[src/hw/lsu_cfg.svh]
// load/store unit widths
// byte address, bus data and byte-enable widths shared by all blocks

`ifndef LSU_CFG_SVH
`define LSU_CFG_SVH

// byte address width of the core side and the data bus
`define LSU_ADDR_W 32

// data bus width
`define LSU_DATA_W 32

// one enable per data byte
`define LSU_BE_W (`LSU_DATA_W / 8)

`endif

[src/hw/lsu_pkg.sv]
// load/store unit types
// access size and controller state encodings

package lsu_pkg;

  // access size as sent by the core, 2'b11 is handled as a byte
  typedef enum logic [1:0] {
    LSU_WORD = 2'b00,
    LSU_HALF = 2'b01,
    LSU_BYTE = 2'b10
  } lsu_type_e;

  // bus transaction FSM of the controller
  typedef enum logic [2:0] {
    IDLE,                      // no request in the address phase
    WAIT_GNT_MIS,              // first part of a split access waits for its grant
    WAIT_RVALID_MIS,           // first part granted, second part on the bus
    WAIT_GNT,                  // single or last part waits for its grant
    WAIT_RVALID_MIS_GNTS_DONE  // both parts granted, first response still due
  } ls_fsm_e;

endpackage

[src/hw/lsu_store_align.sv]
// store aligner
// byte enables for each word part and write data rotated onto byte lanes

`include "lsu_cfg.svh"

module lsu_store_align (
  input  lsu_pkg::lsu_type_e      lsu_type_i,
  input  logic [1:0]              addr_offset_i,
  input  logic                    second_part_i,
  input  logic [`LSU_DATA_W-1:0]  lsu_wdata_i,
  output logic [`LSU_BE_W-1:0]    data_be_o,
  output logic [`LSU_DATA_W-1:0]  data_wdata_o
);

  import lsu_pkg::*;

  logic [`LSU_BE_W-1:0]     be_base;   // enables at offset zero
  logic [2*`LSU_BE_W-1:0]   be_span;   // enables over two adjacent words
  logic [2*`LSU_DATA_W-1:0] wdata_dbl; // doubled data for the rotation

  //////////////////////////////////////////////////
  // byte enables
  //////////////////////////////////////////////////

  always_comb begin
    unique case (lsu_type_i)
      LSU_WORD: be_base = 4'b1111;
      LSU_HALF: be_base = 4'b0011;
      default:  be_base = 4'b0001;  // byte, also for 2'b11
    endcase
  end

  // shifting into a two-word window lets the bytes past lane 3
  // fall into the upper half, which is what the second part writes
  assign be_span = {{`LSU_BE_W{1'b0}}, be_base} << addr_offset_i;

  always_comb begin
    if (second_part_i) begin
      data_be_o = be_span[2*`LSU_BE_W-1:`LSU_BE_W];  // low bytes of next word
    end else begin
      data_be_o = be_span[`LSU_BE_W-1:0];            // clipped at byte 3
    end
  end

  //////////////////////////////////////////////////
  // write data rotation
  //////////////////////////////////////////////////

  // rotate left by offset bytes, so byte n of the store sits on lane
  // (offset + n) mod 4 and both parts see the same lane mapping
  assign wdata_dbl    = {lsu_wdata_i, lsu_wdata_i} << {addr_offset_i, 3'b000};
  assign data_wdata_o = wdata_dbl[2*`LSU_DATA_W-1:`LSU_DATA_W];

endmodule

[src/hw/lsu_load_align.sv]
// load aligner
// keeps the attributes of the running load and the upper bytes of a first
// part, then realigns and zero- or sign-extends the read data

`include "lsu_cfg.svh"

module lsu_load_align (
  input  logic                    clk_i,
  input  logic                    rst_ni,
  input  logic                    txn_start_i,
  input  logic                    rdata_capture_i,
  input  lsu_pkg::lsu_type_e      lsu_type_i,
  input  logic                    lsu_sign_ext_i,
  input  logic [1:0]              addr_offset_i,
  input  logic [`LSU_DATA_W-1:0]  data_rdata_i,
  output logic [`LSU_DATA_W-1:0]  lsu_rdata_o
);

  import lsu_pkg::*;

  logic [1:0]              offset_q;
  lsu_type_e               type_q;
  logic                    sign_ext_q;
  logic [`LSU_DATA_W-1:8]  rdata_q;       // bytes 1..3 of the first word
  logic [`LSU_DATA_W-1:0]  rdata_merged;  // word assembled across two reads
  logic [`LSU_DATA_W-1:0]  rdata_shift;   // single word moved down to lane 0
  logic [15:0]             half_raw;
  logic [7:0]              byte_raw;

  //////////////////////////////////////////////////
  // transaction registers
  //////////////////////////////////////////////////

  always_ff @(posedge clk_i or negedge rst_ni) begin
    if (!rst_ni) begin
      offset_q   <= 2'b00;
      type_q     <= LSU_WORD;
      sign_ext_q <= 1'b0;
    end else if (txn_start_i) begin
      offset_q   <= addr_offset_i;
      type_q     <= lsu_type_i;
      sign_ext_q <= lsu_sign_ext_i;
    end
  end

  // byte 0 of the first word never belongs to a split load
  always_ff @(posedge clk_i) begin
    if (rdata_capture_i) begin
      rdata_q <= data_rdata_i[`LSU_DATA_W-1:8];
    end
  end

  //////////////////////////////////////////////////
  // realignment
  //////////////////////////////////////////////////

  always_comb begin
    unique case (offset_q)
      2'b01:   rdata_merged = {data_rdata_i[7:0],  rdata_q[31:8]};
      2'b10:   rdata_merged = {data_rdata_i[15:0], rdata_q[31:16]};
      2'b11:   rdata_merged = {data_rdata_i[23:0], rdata_q[31:24]};
      default: rdata_merged = data_rdata_i;  // aligned word
    endcase
  end

  assign rdata_shift = data_rdata_i >> {offset_q, 3'b000};

  // only a half at offset 3 spans two words
  assign half_raw = (offset_q == 2'b11) ? rdata_merged[15:0] : rdata_shift[15:0];
  assign byte_raw = rdata_shift[7:0];

  //////////////////////////////////////////////////
  // extension
  //////////////////////////////////////////////////

  always_comb begin
    unique case (type_q)
      LSU_WORD: lsu_rdata_o = rdata_merged;
      LSU_HALF: lsu_rdata_o = {{16{sign_ext_q & half_raw[15]}}, half_raw};
      default:  lsu_rdata_o = {{24{sign_ext_q & byte_raw[7]}}, byte_raw};
    endcase
  end

endmodule

[src/hw/lsu_ctrl.sv]
// load/store transaction controller
// splits misaligned accesses into two word accesses, tracks grants
// and responses, forms the second word address and merges part errors

`include "lsu_cfg.svh"

module lsu_ctrl (
  input  logic                    clk_i,
  input  logic                    rst_ni,
  input  logic                    lsu_req_valid_i,
  input  logic                    lsu_we_i,
  input  lsu_pkg::lsu_type_e      lsu_type_i,
  input  logic [`LSU_ADDR_W-1:0]  lsu_addr_i,
  input  logic                    data_gnt_i,
  input  logic                    data_rvalid_i,
  input  logic                    data_err_i,
  output logic                    lsu_req_ready_o,
  output logic                    data_req_o,
  output logic [`LSU_ADDR_W-1:0]  data_addr_o,
  output logic                    data_we_o,
  output logic                    second_part_o,
  output logic                    txn_start_o,
  output logic                    rdata_capture_o,
  output logic                    lsu_resp_valid_o,
  output logic                    lsu_resp_err_o,
  output logic                    busy_o
);

  import lsu_pkg::*;

  ls_fsm_e                  ls_fsm_cs, ls_fsm_ns;
  logic                     split_access;   // request needs two word accesses
  logic                     second_part_q, second_part_d;
  logic                     lsu_err_q, lsu_err_d;  // error of the first part
  logic                     first_rvalid;   // response of the first part arrives
  logic                     we_q;
  logic [`LSU_ADDR_W-1:2]   addr_q;         // word address of the first part
  logic [`LSU_ADDR_W-1:2]   addr_next;

  // word with nonzero offset, or half word crossing into the next word
  assign split_access = ((lsu_type_i == LSU_WORD) && (lsu_addr_i[1:0] != 2'b00)) ||
                        ((lsu_type_i == LSU_HALF) && (lsu_addr_i[1:0] == 2'b11));

  //////////////////////////////////////////////////
  // transaction FSM
  //////////////////////////////////////////////////

  always_comb begin
    ls_fsm_ns     = ls_fsm_cs;
    data_req_o    = 1'b0;
    second_part_d = second_part_q;
    lsu_err_d     = lsu_err_q;
    first_rvalid  = 1'b0;

    unique case (ls_fsm_cs)
      IDLE: begin
        if (lsu_req_valid_i) begin
          data_req_o = 1'b1;
          lsu_err_d  = 1'b0;  // fresh request
          if (data_gnt_i) begin
            second_part_d = split_access;
            ls_fsm_ns     = split_access ? WAIT_RVALID_MIS : IDLE;
          end else begin
            ls_fsm_ns     = split_access ? WAIT_GNT_MIS : WAIT_GNT;
          end
        end
      end

      WAIT_GNT_MIS: begin
        data_req_o = 1'b1;  // hold first part
        if (data_gnt_i) begin
          second_part_d = 1'b1;
          ls_fsm_ns     = WAIT_RVALID_MIS;
        end
      end

      WAIT_RVALID_MIS: begin
        data_req_o = 1'b1;  // second part goes out while the first is in flight
        if (data_rvalid_i) begin
          first_rvalid  = 1'b1;
          lsu_err_d     = data_err_i;
          second_part_d = ~data_gnt_i;
          ls_fsm_ns     = data_gnt_i ? IDLE : WAIT_GNT;
        end else if (data_gnt_i) begin
          // both granted, first response still outstanding
          second_part_d = 1'b0;
          ls_fsm_ns     = WAIT_RVALID_MIS_GNTS_DONE;
        end
      end

      WAIT_GNT: begin
        data_req_o = 1'b1;
        if (data_gnt_i) begin
          second_part_d = 1'b0;
          ls_fsm_ns     = IDLE;  // last response arrives in IDLE
        end
      end

      WAIT_RVALID_MIS_GNTS_DONE: begin
        if (data_rvalid_i) begin
          first_rvalid = 1'b1;
          lsu_err_d    = data_err_i;
          ls_fsm_ns    = IDLE;
        end
      end

      default: begin
        ls_fsm_ns = IDLE;
      end
    endcase
  end

  always_ff @(posedge clk_i or negedge rst_ni) begin
    if (!rst_ni) begin
      ls_fsm_cs     <= IDLE;
      second_part_q <= 1'b0;
      lsu_err_q     <= 1'b0;
    end else begin
      ls_fsm_cs     <= ls_fsm_ns;
      second_part_q <= second_part_d;
      lsu_err_q     <= lsu_err_d;
    end
  end

  //////////////////////////////////////////////////
  // first-part attributes
  //////////////////////////////////////////////////

  // first grant of a request, aligned or first part
  assign txn_start_o = data_req_o & data_gnt_i & ~second_part_q;

  always_ff @(posedge clk_i or negedge rst_ni) begin
    if (!rst_ni) begin
      we_q <= 1'b0;
    end else if (txn_start_o) begin
      we_q <= lsu_we_i;
    end
  end

  always_ff @(posedge clk_i) begin
    if (txn_start_o) begin
      addr_q <= lsu_addr_i[`LSU_ADDR_W-1:2];
    end
  end

  assign addr_next = addr_q + 1'b1;  // next word

  //////////////////////////////////////////////////
  // outputs
  //////////////////////////////////////////////////

  assign data_addr_o = second_part_q ? {addr_next, 2'b00}
                                     : {lsu_addr_i[`LSU_ADDR_W-1:2], 2'b00};
  assign data_we_o   = lsu_we_i;  // held by the core until the last grant

  // final grant, either unsplit or the second part
  assign lsu_req_ready_o = data_req_o & data_gnt_i & (second_part_q | ~split_access);

  assign second_part_o   = second_part_q;
  assign rdata_capture_o = first_rvalid & ~we_q;  // loads only

  assign lsu_resp_valid_o = data_rvalid_i & (ls_fsm_cs == IDLE);
  assign lsu_resp_err_o   = lsu_resp_valid_o & (lsu_err_q | data_err_i);
  assign busy_o           = (ls_fsm_cs != IDLE);

endmodule

[src/hw/lsu_top.sv]
// load/store unit top
// joins the transaction controller with the store and load aligners

`include "lsu_cfg.svh"

module lsu_top (
  input  logic                    clk_i,
  input  logic                    rst_ni,
  // core request
  input  logic                    lsu_req_valid_i,
  input  logic                    lsu_we_i,
  input  lsu_pkg::lsu_type_e      lsu_type_i,
  input  logic                    lsu_sign_ext_i,
  input  logic [`LSU_ADDR_W-1:0]  lsu_addr_i,
  input  logic [`LSU_DATA_W-1:0]  lsu_wdata_i,
  output logic                    lsu_req_ready_o,
  // core response
  output logic                    lsu_resp_valid_o,
  output logic                    lsu_resp_err_o,
  output logic [`LSU_DATA_W-1:0]  lsu_rdata_o,
  output logic                    busy_o,
  // data bus
  output logic                    data_req_o,
  input  logic                    data_gnt_i,
  input  logic                    data_rvalid_i,
  input  logic                    data_err_i,
  output logic [`LSU_ADDR_W-1:0]  data_addr_o,
  output logic                    data_we_o,
  output logic [`LSU_BE_W-1:0]    data_be_o,
  output logic [`LSU_DATA_W-1:0]  data_wdata_o,
  input  logic [`LSU_DATA_W-1:0]  data_rdata_i
);

  logic       second_part;    // second word of a split access on the bus
  logic       txn_start;      // first grant of a request
  logic       rdata_capture;  // first-part read data valid on the bus
  logic [1:0] addr_offset;    // byte offset inside the word

  assign addr_offset = lsu_addr_i[1:0];

  lsu_ctrl ctrl_i (
    .clk_i            (clk_i),
    .rst_ni           (rst_ni),
    .lsu_req_valid_i  (lsu_req_valid_i),
    .lsu_we_i         (lsu_we_i),
    .lsu_type_i       (lsu_type_i),
    .lsu_addr_i       (lsu_addr_i),
    .data_gnt_i       (data_gnt_i),
    .data_rvalid_i    (data_rvalid_i),
    .data_err_i       (data_err_i),
    .lsu_req_ready_o  (lsu_req_ready_o),
    .data_req_o       (data_req_o),
    .data_addr_o      (data_addr_o),
    .data_we_o        (data_we_o),
    .second_part_o    (second_part),
    .txn_start_o      (txn_start),
    .rdata_capture_o  (rdata_capture),
    .lsu_resp_valid_o (lsu_resp_valid_o),
    .lsu_resp_err_o   (lsu_resp_err_o),
    .busy_o           (busy_o)
  );

  lsu_store_align store_align_i (
    .lsu_type_i    (lsu_type_i),
    .addr_offset_i (addr_offset),
    .second_part_i (second_part),
    .lsu_wdata_i   (lsu_wdata_i),
    .data_be_o     (data_be_o),
    .data_wdata_o  (data_wdata_o)
  );

  lsu_load_align load_align_i (
    .clk_i           (clk_i),
    .rst_ni          (rst_ni),
    .txn_start_i     (txn_start),
    .rdata_capture_i (rdata_capture),
    .lsu_type_i      (lsu_type_i),
    .lsu_sign_ext_i  (lsu_sign_ext_i),
    .addr_offset_i   (addr_offset),
    .data_rdata_i    (data_rdata_i),
    .lsu_rdata_o     (lsu_rdata_o)
  );

endmodule

[config.mk]
export PLATFORM = sky130hd
export DESIGN_NAME = lsu_top
export DESIGN_NICKNAME = d
export VERILOG_FILES = /design/src/hw/lsu_pkg.sv /design/src/hw/lsu_store_align.sv /design/src/hw/lsu_load_align.sv /design/src/hw/lsu_ctrl.sv /design/src/hw/lsu_top.sv
export VERILOG_INCLUDE_DIRS = /design/src /design/src/hw
export SDC_FILE = /design/constraint.sdc
export NUM_CORES = 1
export LEC_CHECK = 0
export BUFFER_PORTS_ARGS = -buffer_cell sky130_fd_sc_hd__buf_2
export CORE_MARGIN = 5
export CORE_UTILIZATION = 46
export DETAILED_ROUTE_END_ITERATION = 8
export GPL_TIMING_DRIVEN = 0
export PLACE_DENSITY = 0.82
export SLEW_MARGIN = 20
export SYNTH_ARGS = -nofsm -noshare
export SYNTH_HDL_FRONTEND = slang
export SYNTH_SLANG_ARGS = --single-unit
[constraint.sdc]
create_clock -name clk_i -period 2.8 [get_ports clk_i]
set_input_delay 0.42 -clock clk_i [delete_from_list [all_inputs] [get_ports clk_i]]
set_output_delay 0.42 -clock clk_i [all_outputs]
set_load 0.01 [all_outputs]
# After elaboration in Yosys (flattened, before gate mapping)
# Cells that the tools add are included.
dict set report totals {
  register_bits 65
  wordCells 89
}
dict set report classes {
  add_sub_neg 1
  eq_ne 17
  shifts 3
  muxes 30
  bitwise_logic 14
  n_reduce_logical 15
}
# operator count
set op_table {}
lappend op_table {{32-bit one-hot mux with 3 select lines} 1}
lappend op_table {{32-bit one-hot mux with 2 select lines} 1}
lappend op_table {{64-bit by 5-bit << shifter with 64-bit output} 1}
lappend op_table {{32-bit two-way mux} 1}
lappend op_table {{32-bit by 5-bit right shift with 16-bit output} 1}
lappend op_table {{30-bit by 1-bit adder with 30-bit output, second input constant} 1}
lappend op_table {{3-bit two-way mux} 7}
lappend op_table {{16-bit two-way mux} 1}
lappend op_table {{3-bit one-hot mux with 5 select lines} 1}
lappend op_table {{1-bit two-way mux} 10}
lappend op_table {{2-bit inequality test, second input constant} 5}
lappend op_table {{1-bit bitwise AND} 8}
lappend op_table {{4-bit one-hot mux with 2 select lines} 1}
lappend op_table {{4-bit by 2-bit << shifter with 8-bit output} 1}
lappend op_table {{2-bit by 1-bit equality test with 1-bit output, second input constant} 3}
lappend op_table {{2-bit equality test, second input constant} 3}
lappend op_table {{3-bit by 2-bit equality test with 1-bit output, second input constant} 2}
lappend op_table {{2-bit two-way mux} 3}
lappend op_table {{5-bit AND reduction} 1}
lappend op_table {{2-bit logical NOT} 2}
lappend op_table {{4-bit two-way mux} 1}
lappend op_table {{1-bit inverter} 4}
lappend op_table {{1-bit one-hot mux with 2 select lines} 2}
lappend op_table {{1-bit one-hot mux with 4 select lines} 1}
lappend op_table {{15 further kinds} 18}

# Longest topological paths before layout
dict set report logic_depth {
  depth_word 7
  mapped_depth 7
}

# Hierarchy
# From an unflattened synthesis, not the netlist that was laid out.
dict set report hier_totals {
  hier_cells 534
  area_unflattened_um2 5567.8
}
# mod n_inst cells_each area_each_um2 seq_area_each_um2
set by_module_without_submodules {}
lappend by_module_without_submodules {lsu_load_align 1 236 2433.6 845.8}
lappend by_module_without_submodules {lsu_ctrl 1 239 2239.6 1051.0}
lappend by_module_without_submodules {lsu_store_align 1 59 894.6 0.0}

# Worst setup path after synthesis
# No wires, ideal clock.
dict set report synth_path {
  path_type {reg-to-reg}
  start {reg ctrl_i.ls_fsm_cs[1]}
  end {reg ctrl_i.we_q}
  setup_ns 0.125
  t_arrival_ns 2.820
  path_slack_ns -0.145
  stages_incl_launch_ff 6
  path_buffers 1
  period_less_slack_ns 2.945
  cell_sequence {dfrtp_1 clkbuf_1 nor3_1 nand2b_1 nor2_1 mux2_2}
}
dict set report synth_via {
  elab_chain_cells 5
  word_cells_on_any_way 8
}
# item line
set synth_lines {}
lappend synth_lines {{start, declared} lsu_ctrl.sv:31} ;# ls_fsm_e ls_fsm_cs, ls_fsm_ns;
lappend synth_lines {{start signal, assigned} lsu_ctrl.sv:119} ;# ls_fsm_cs <= ls_fsm_ns;
lappend synth_lines {{3-bit by 1-bit equality test with 1-bit output / 3-bit by 2-bit equality test with 1-bit output (equally long branches)} lsu_ctrl.sv:55} ;# unique case (ls_fsm_cs)
lappend synth_lines {{3-bit OR reduction (no line)} -}
lappend synth_lines {{1-bit one-hot mux with 2 select lines *} lsu_ctrl.sv:55}
lappend synth_lines {{1-bit bitwise AND * (2 in a row)} lsu_ctrl.sv:130} ;# assign txn_start_o = data_req_o & data_gnt_i & ~second_part_q;
lappend synth_lines {{via ctrl_i.txn_start_o} lsu_ctrl.sv:22} ;# output logic txn_start_o,
lappend synth_lines {{end signal, assigned} lsu_ctrl.sv:136} ;# we_q <= lsu_we_i;
lappend synth_lines {{end, declared} lsu_ctrl.sv:36} ;# logic we_q;
# The timed path passes the listed nets; every way through them passes the cells marked *.
# A chain may end at the register's enable or synchronous reset.

# Worst setup path after layout
dict set report layout_path {
  start {reg ctrl_i.addr_q[4] in the netlist's numbering}
  end {out data_addr_o[30]}
}
dict set report layout_via {
  elab_chain_cells 2
}
# item line
set layout_lines {}
lappend layout_lines {{start, declared} lsu_ctrl.sv:37} ;# logic [`LSU_ADDR_W-1:2] addr_q;
lappend layout_lines {{start signal, assigned} lsu_ctrl.sv:142} ;# addr_q <= lsu_addr_i[`LSU_ADDR_W-1:2];
lappend layout_lines {{30-bit by 1-bit adder with 30-bit output} lsu_ctrl.sv:146} ;# assign addr_next = addr_q + 1'b1;
lappend layout_lines {{32-bit two-way mux} lsu_ctrl.sv:152} ;# assign data_addr_o = second_part_q ? {addr_next, 2'b00}
lappend layout_lines {{end, declared} lsu_top.sv:27} ;# output logic [`LSU_ADDR_W-1:0] data_addr_o,
# Every way passes these cells.

==> flow_summary_export.csv <==
group,metric,value,unit
finish,final_cell_mix,"211 x buf_2, 66 x mux4_2, 54 x edfxtp_1",
clock_tree,cts_tree,"done",
clock_tree,ctsHtreeMaxLevel,3,
place,dp_hpwl,13.82,mm
timing,drv_slew,0,
floorplan,placeableCoreArea,0.01196,mm²
floorplan,die_h,120.3,µm
setup_path,arrival,2350,ps
synthesis,ys_seq_area_share,33.88,%
timing,holdWs,282.3,ps
synthesis,synth_area_leaders,"edfxtp_1 29%, mux4_2 27%, dfrtp_1 4.9%",
timing,worstMarginPinSlew,798.2,ps
place,gp_congestion,0.9188,
floorplan,die_w,120.3,µm
timing,setup_ws,25.30,ps
clock_tree,clock_sinks,65,
grt,grt_first_pass_wirelength,28.23,mm
worst_hold_path,min_path_type,"in -> reg",
setup_path,critPathCaptureType,"primary output",
timing,maxSlewHeadroom,46.79,%
setup_path,start_kind,"flip-flop",
grt,antenna_found_initial,0,
clock_tree,cts_buffers,9,
route,wl_per_cell,20.11,µm
power_and_ir_drop,pwr_density_cell,919.3,mW/mm²
finish,final_common_cell,"buf_2",
synthesis,synthCells,519,
place,pre_cts_slack,-85.70,ps
synthesis,netlist_area,0.005598,mm²
route,ant_nets,0,
timing,fmax,360.4,MHz
synthesis,synthDistinctLibCells,55,
route,firstDrtPassIters,7,
finish,drive_gt1_share,47.34,%
route,wl,18.46,mm
route,dr_total_vias,5713,
floorplan,dieArea,0.01448,mm²
route,drc,0,
grt,grt_max_degree,25,
run_status,status,"complete, no violations",
finish,n_antenna_cell,0,
setup_path,crit_type,"reg -> out",
clock_tree,clk_latency,330,ps
synthesis,yosys.area.top_type_share,28.97,%
synthesis,avgSynthCellArea,10.79,µm²
clock_tree,clockBufferDepth,2,
synthesis,ys_ff_latch,65,
route,dr.first_iter.drc_count,616,
route,vias_per_cell,6.223,
finish,nets,873,
power_and_ir_drop,max-vdd-ir-drop,0.7197,mV
setup_path,worstPathRequired,2380,ps
place,portBuffers,208,
synthesis,async_reset_ff_share,16.92,%
timing,rsz0062_at_grt,"true",
synthesis,ys.flop_type,"edfxtp_1",
timing,setup_viol,0,
synthesis,ys_warn_count,0,
timing,fin_crit,2775,ps
setup_path,crit_fanout,8,
grt,gr-total-overflow,0,
synthesis,synth_top_cell_by_area,"edfxtp_1",
floorplan,start_util,46.80,%
job,maxCapViolCount,0,
clock_tree,clock-root-buffer,"clkbuf_16",
power_and_ir_drop,total_leakage_power,3.052,nW
synthesis,synth-edff-count,54,
timing,fin_crit_sh,99.10,%
finish,syn_to_final_growth,33.50,%
grt,gr-usage-all-layers,24.51,%
timing,hold_violations,0,
floorplan,fp-row-count,40,
timing,finalClockSkew,12.38,ps
grt,first_global_vias,5406,
floorplan,io_pins,212,
clock_tree,clkTransAtPathRegs,60,ps
==> cell usage after synthesis, types with 3 or more instances <==
cell type  count
a21oi_1       28
o21a_1         3
a31oi_1       15
xor2_1         5
nand4_1        8
buf_2          9
edfxtp_1      54
mux4_2        66
xnor2_1        9
nand3_1       15
nor3b_1        6
o22ai_1        3
or4_1         11
nor2b_1        3
or3_1          7
nor2_1        50
mux2i_1       16
nor4_1         4
buf_1          8
inv_1         12
buf_4          4
dfrtp_1       11
or2_2          4
nor3_1         6
o21ai_0       33
mux2_2         8
o31ai_1       10
and3_1         4
clkbuf_1      24
a211oi_1       3
nand2_1       48
==> power by group <==
group / switching, mW / internal (mW)
Clock: 0.422 / 0.707
Combinational: 2.45 / 1.88
Sequential: 0.154 / 1.26
==> metrics by stage <==
stage                     setup TNS, ps  utilization (%)  cell area (µm²)  cells  power (mW)
after CTS                             0            61.34             7337    905       6.783
after global routing             -149.3            62.48             7473    918       7.279
final                                 0            62.48             7473    918       6.870
after global placement            -2813            57.09             6829    875       5.460
after detailed placement         -695.9            57.43             6869    876       5.531
after floorplan                       0                -             5604    520       4.040
==> metal layers <==
layer  up-vias  wire [µm]  track usage (%)
met5         -          0                0
met4         0        561            8.853
met3        46       1846            5.192
met2       402       8915            40.67
met1      2708       7137            31.87
li1       2557          -                -
==> logic make-up (layout without fill, tap and decap cells) <==
| group | after synthesis | in the layout | share of synthesized area [%] |
|---|---|---|---|
| AOI/OAI and AO/OA | 116 | 116 | 12.85 |
| xor gates and xnor gates | 14 | 14 | 2.190 |
| adders and majority gates | 1 | 1 | 0.2235 |
| buffers and inverters | 58 | 309 | 4.358 |
| DFF | 65 | 65 | 33.88 |
| muxes | 90 | 90 | 31.02 |
| other | 1 | 2 | 0.06699 |
| and+or+nand+nor | 174 | 174 | 15.40 |
==> registers in the layout (all words and copies together) (netlist names), 2 cells and up <==
signal / count
ctrl_i.addr_q: 30
load_align_i.rdata_q: 24
ctrl_i.ls_fsm_cs: 3
load_align_i.offset_q: 2
load_align_i.type_q: 2
==> critical path, stage by stage, from the launching register on <==
cell and delay, ps:
edfxtp_1 440, nand4_4 120, or4_4 590, buf_6 170
or3_1 300, a31oi_1 230, buf_2 180
==> repair_timing <==
action,4_1_cts,5_1_grt
gates resized for setup,22,14
setup buffers,13,13
hold endpoints to repair,11,0
pin swaps,4,13
hold buffers,1,0
setup endpoints to repair,42,34
==> path summary, 6_finish.rpt <==
check / from / end / slack [ps] / depth (start not counted)
setup / recovery: ctrl_i.addr_q[4]$_DFFE_PP_ / data_addr_o[30] / 30 / 6
hold / removal: lsu_addr_i[28] / ctrl_i.addr_q[28]$_DFFE_PP_ / 280 / 1
setup reg to reg: ctrl_i.ls_fsm_cs[1]$_DFFE_PN0P_ / ctrl_i.addr_q[14]$_DFFE_PP_ / 770 / 5
hold reg to reg: ctrl_i.lsu_err_q$_DFFE_PN0P_ / ctrl_i.lsu_err_q$_DFFE_PN0P_ / 520 / 2
max in group asynchronous: rst_ni / ctrl_i.second_part_o$_DFFE_PN0P_ / 2080 / 2
min in group asynchronous: rst_ni / ctrl_i.lsu_err_q$_DFFE_PN0P_ / 500 / 2
==> layout make-up <==
class	instances	area, µm²
fill	958	4488
multi-input combinational	397	3540
sequential	65	1897
timing repair buffer	236	1277
clock buffer	10	239.0
buffer	44	229.0
tap	147	183.9
clock inverter	6	57.56
inverter	13	50.05
Note: power is estimated with default switching activity, not from simulation.
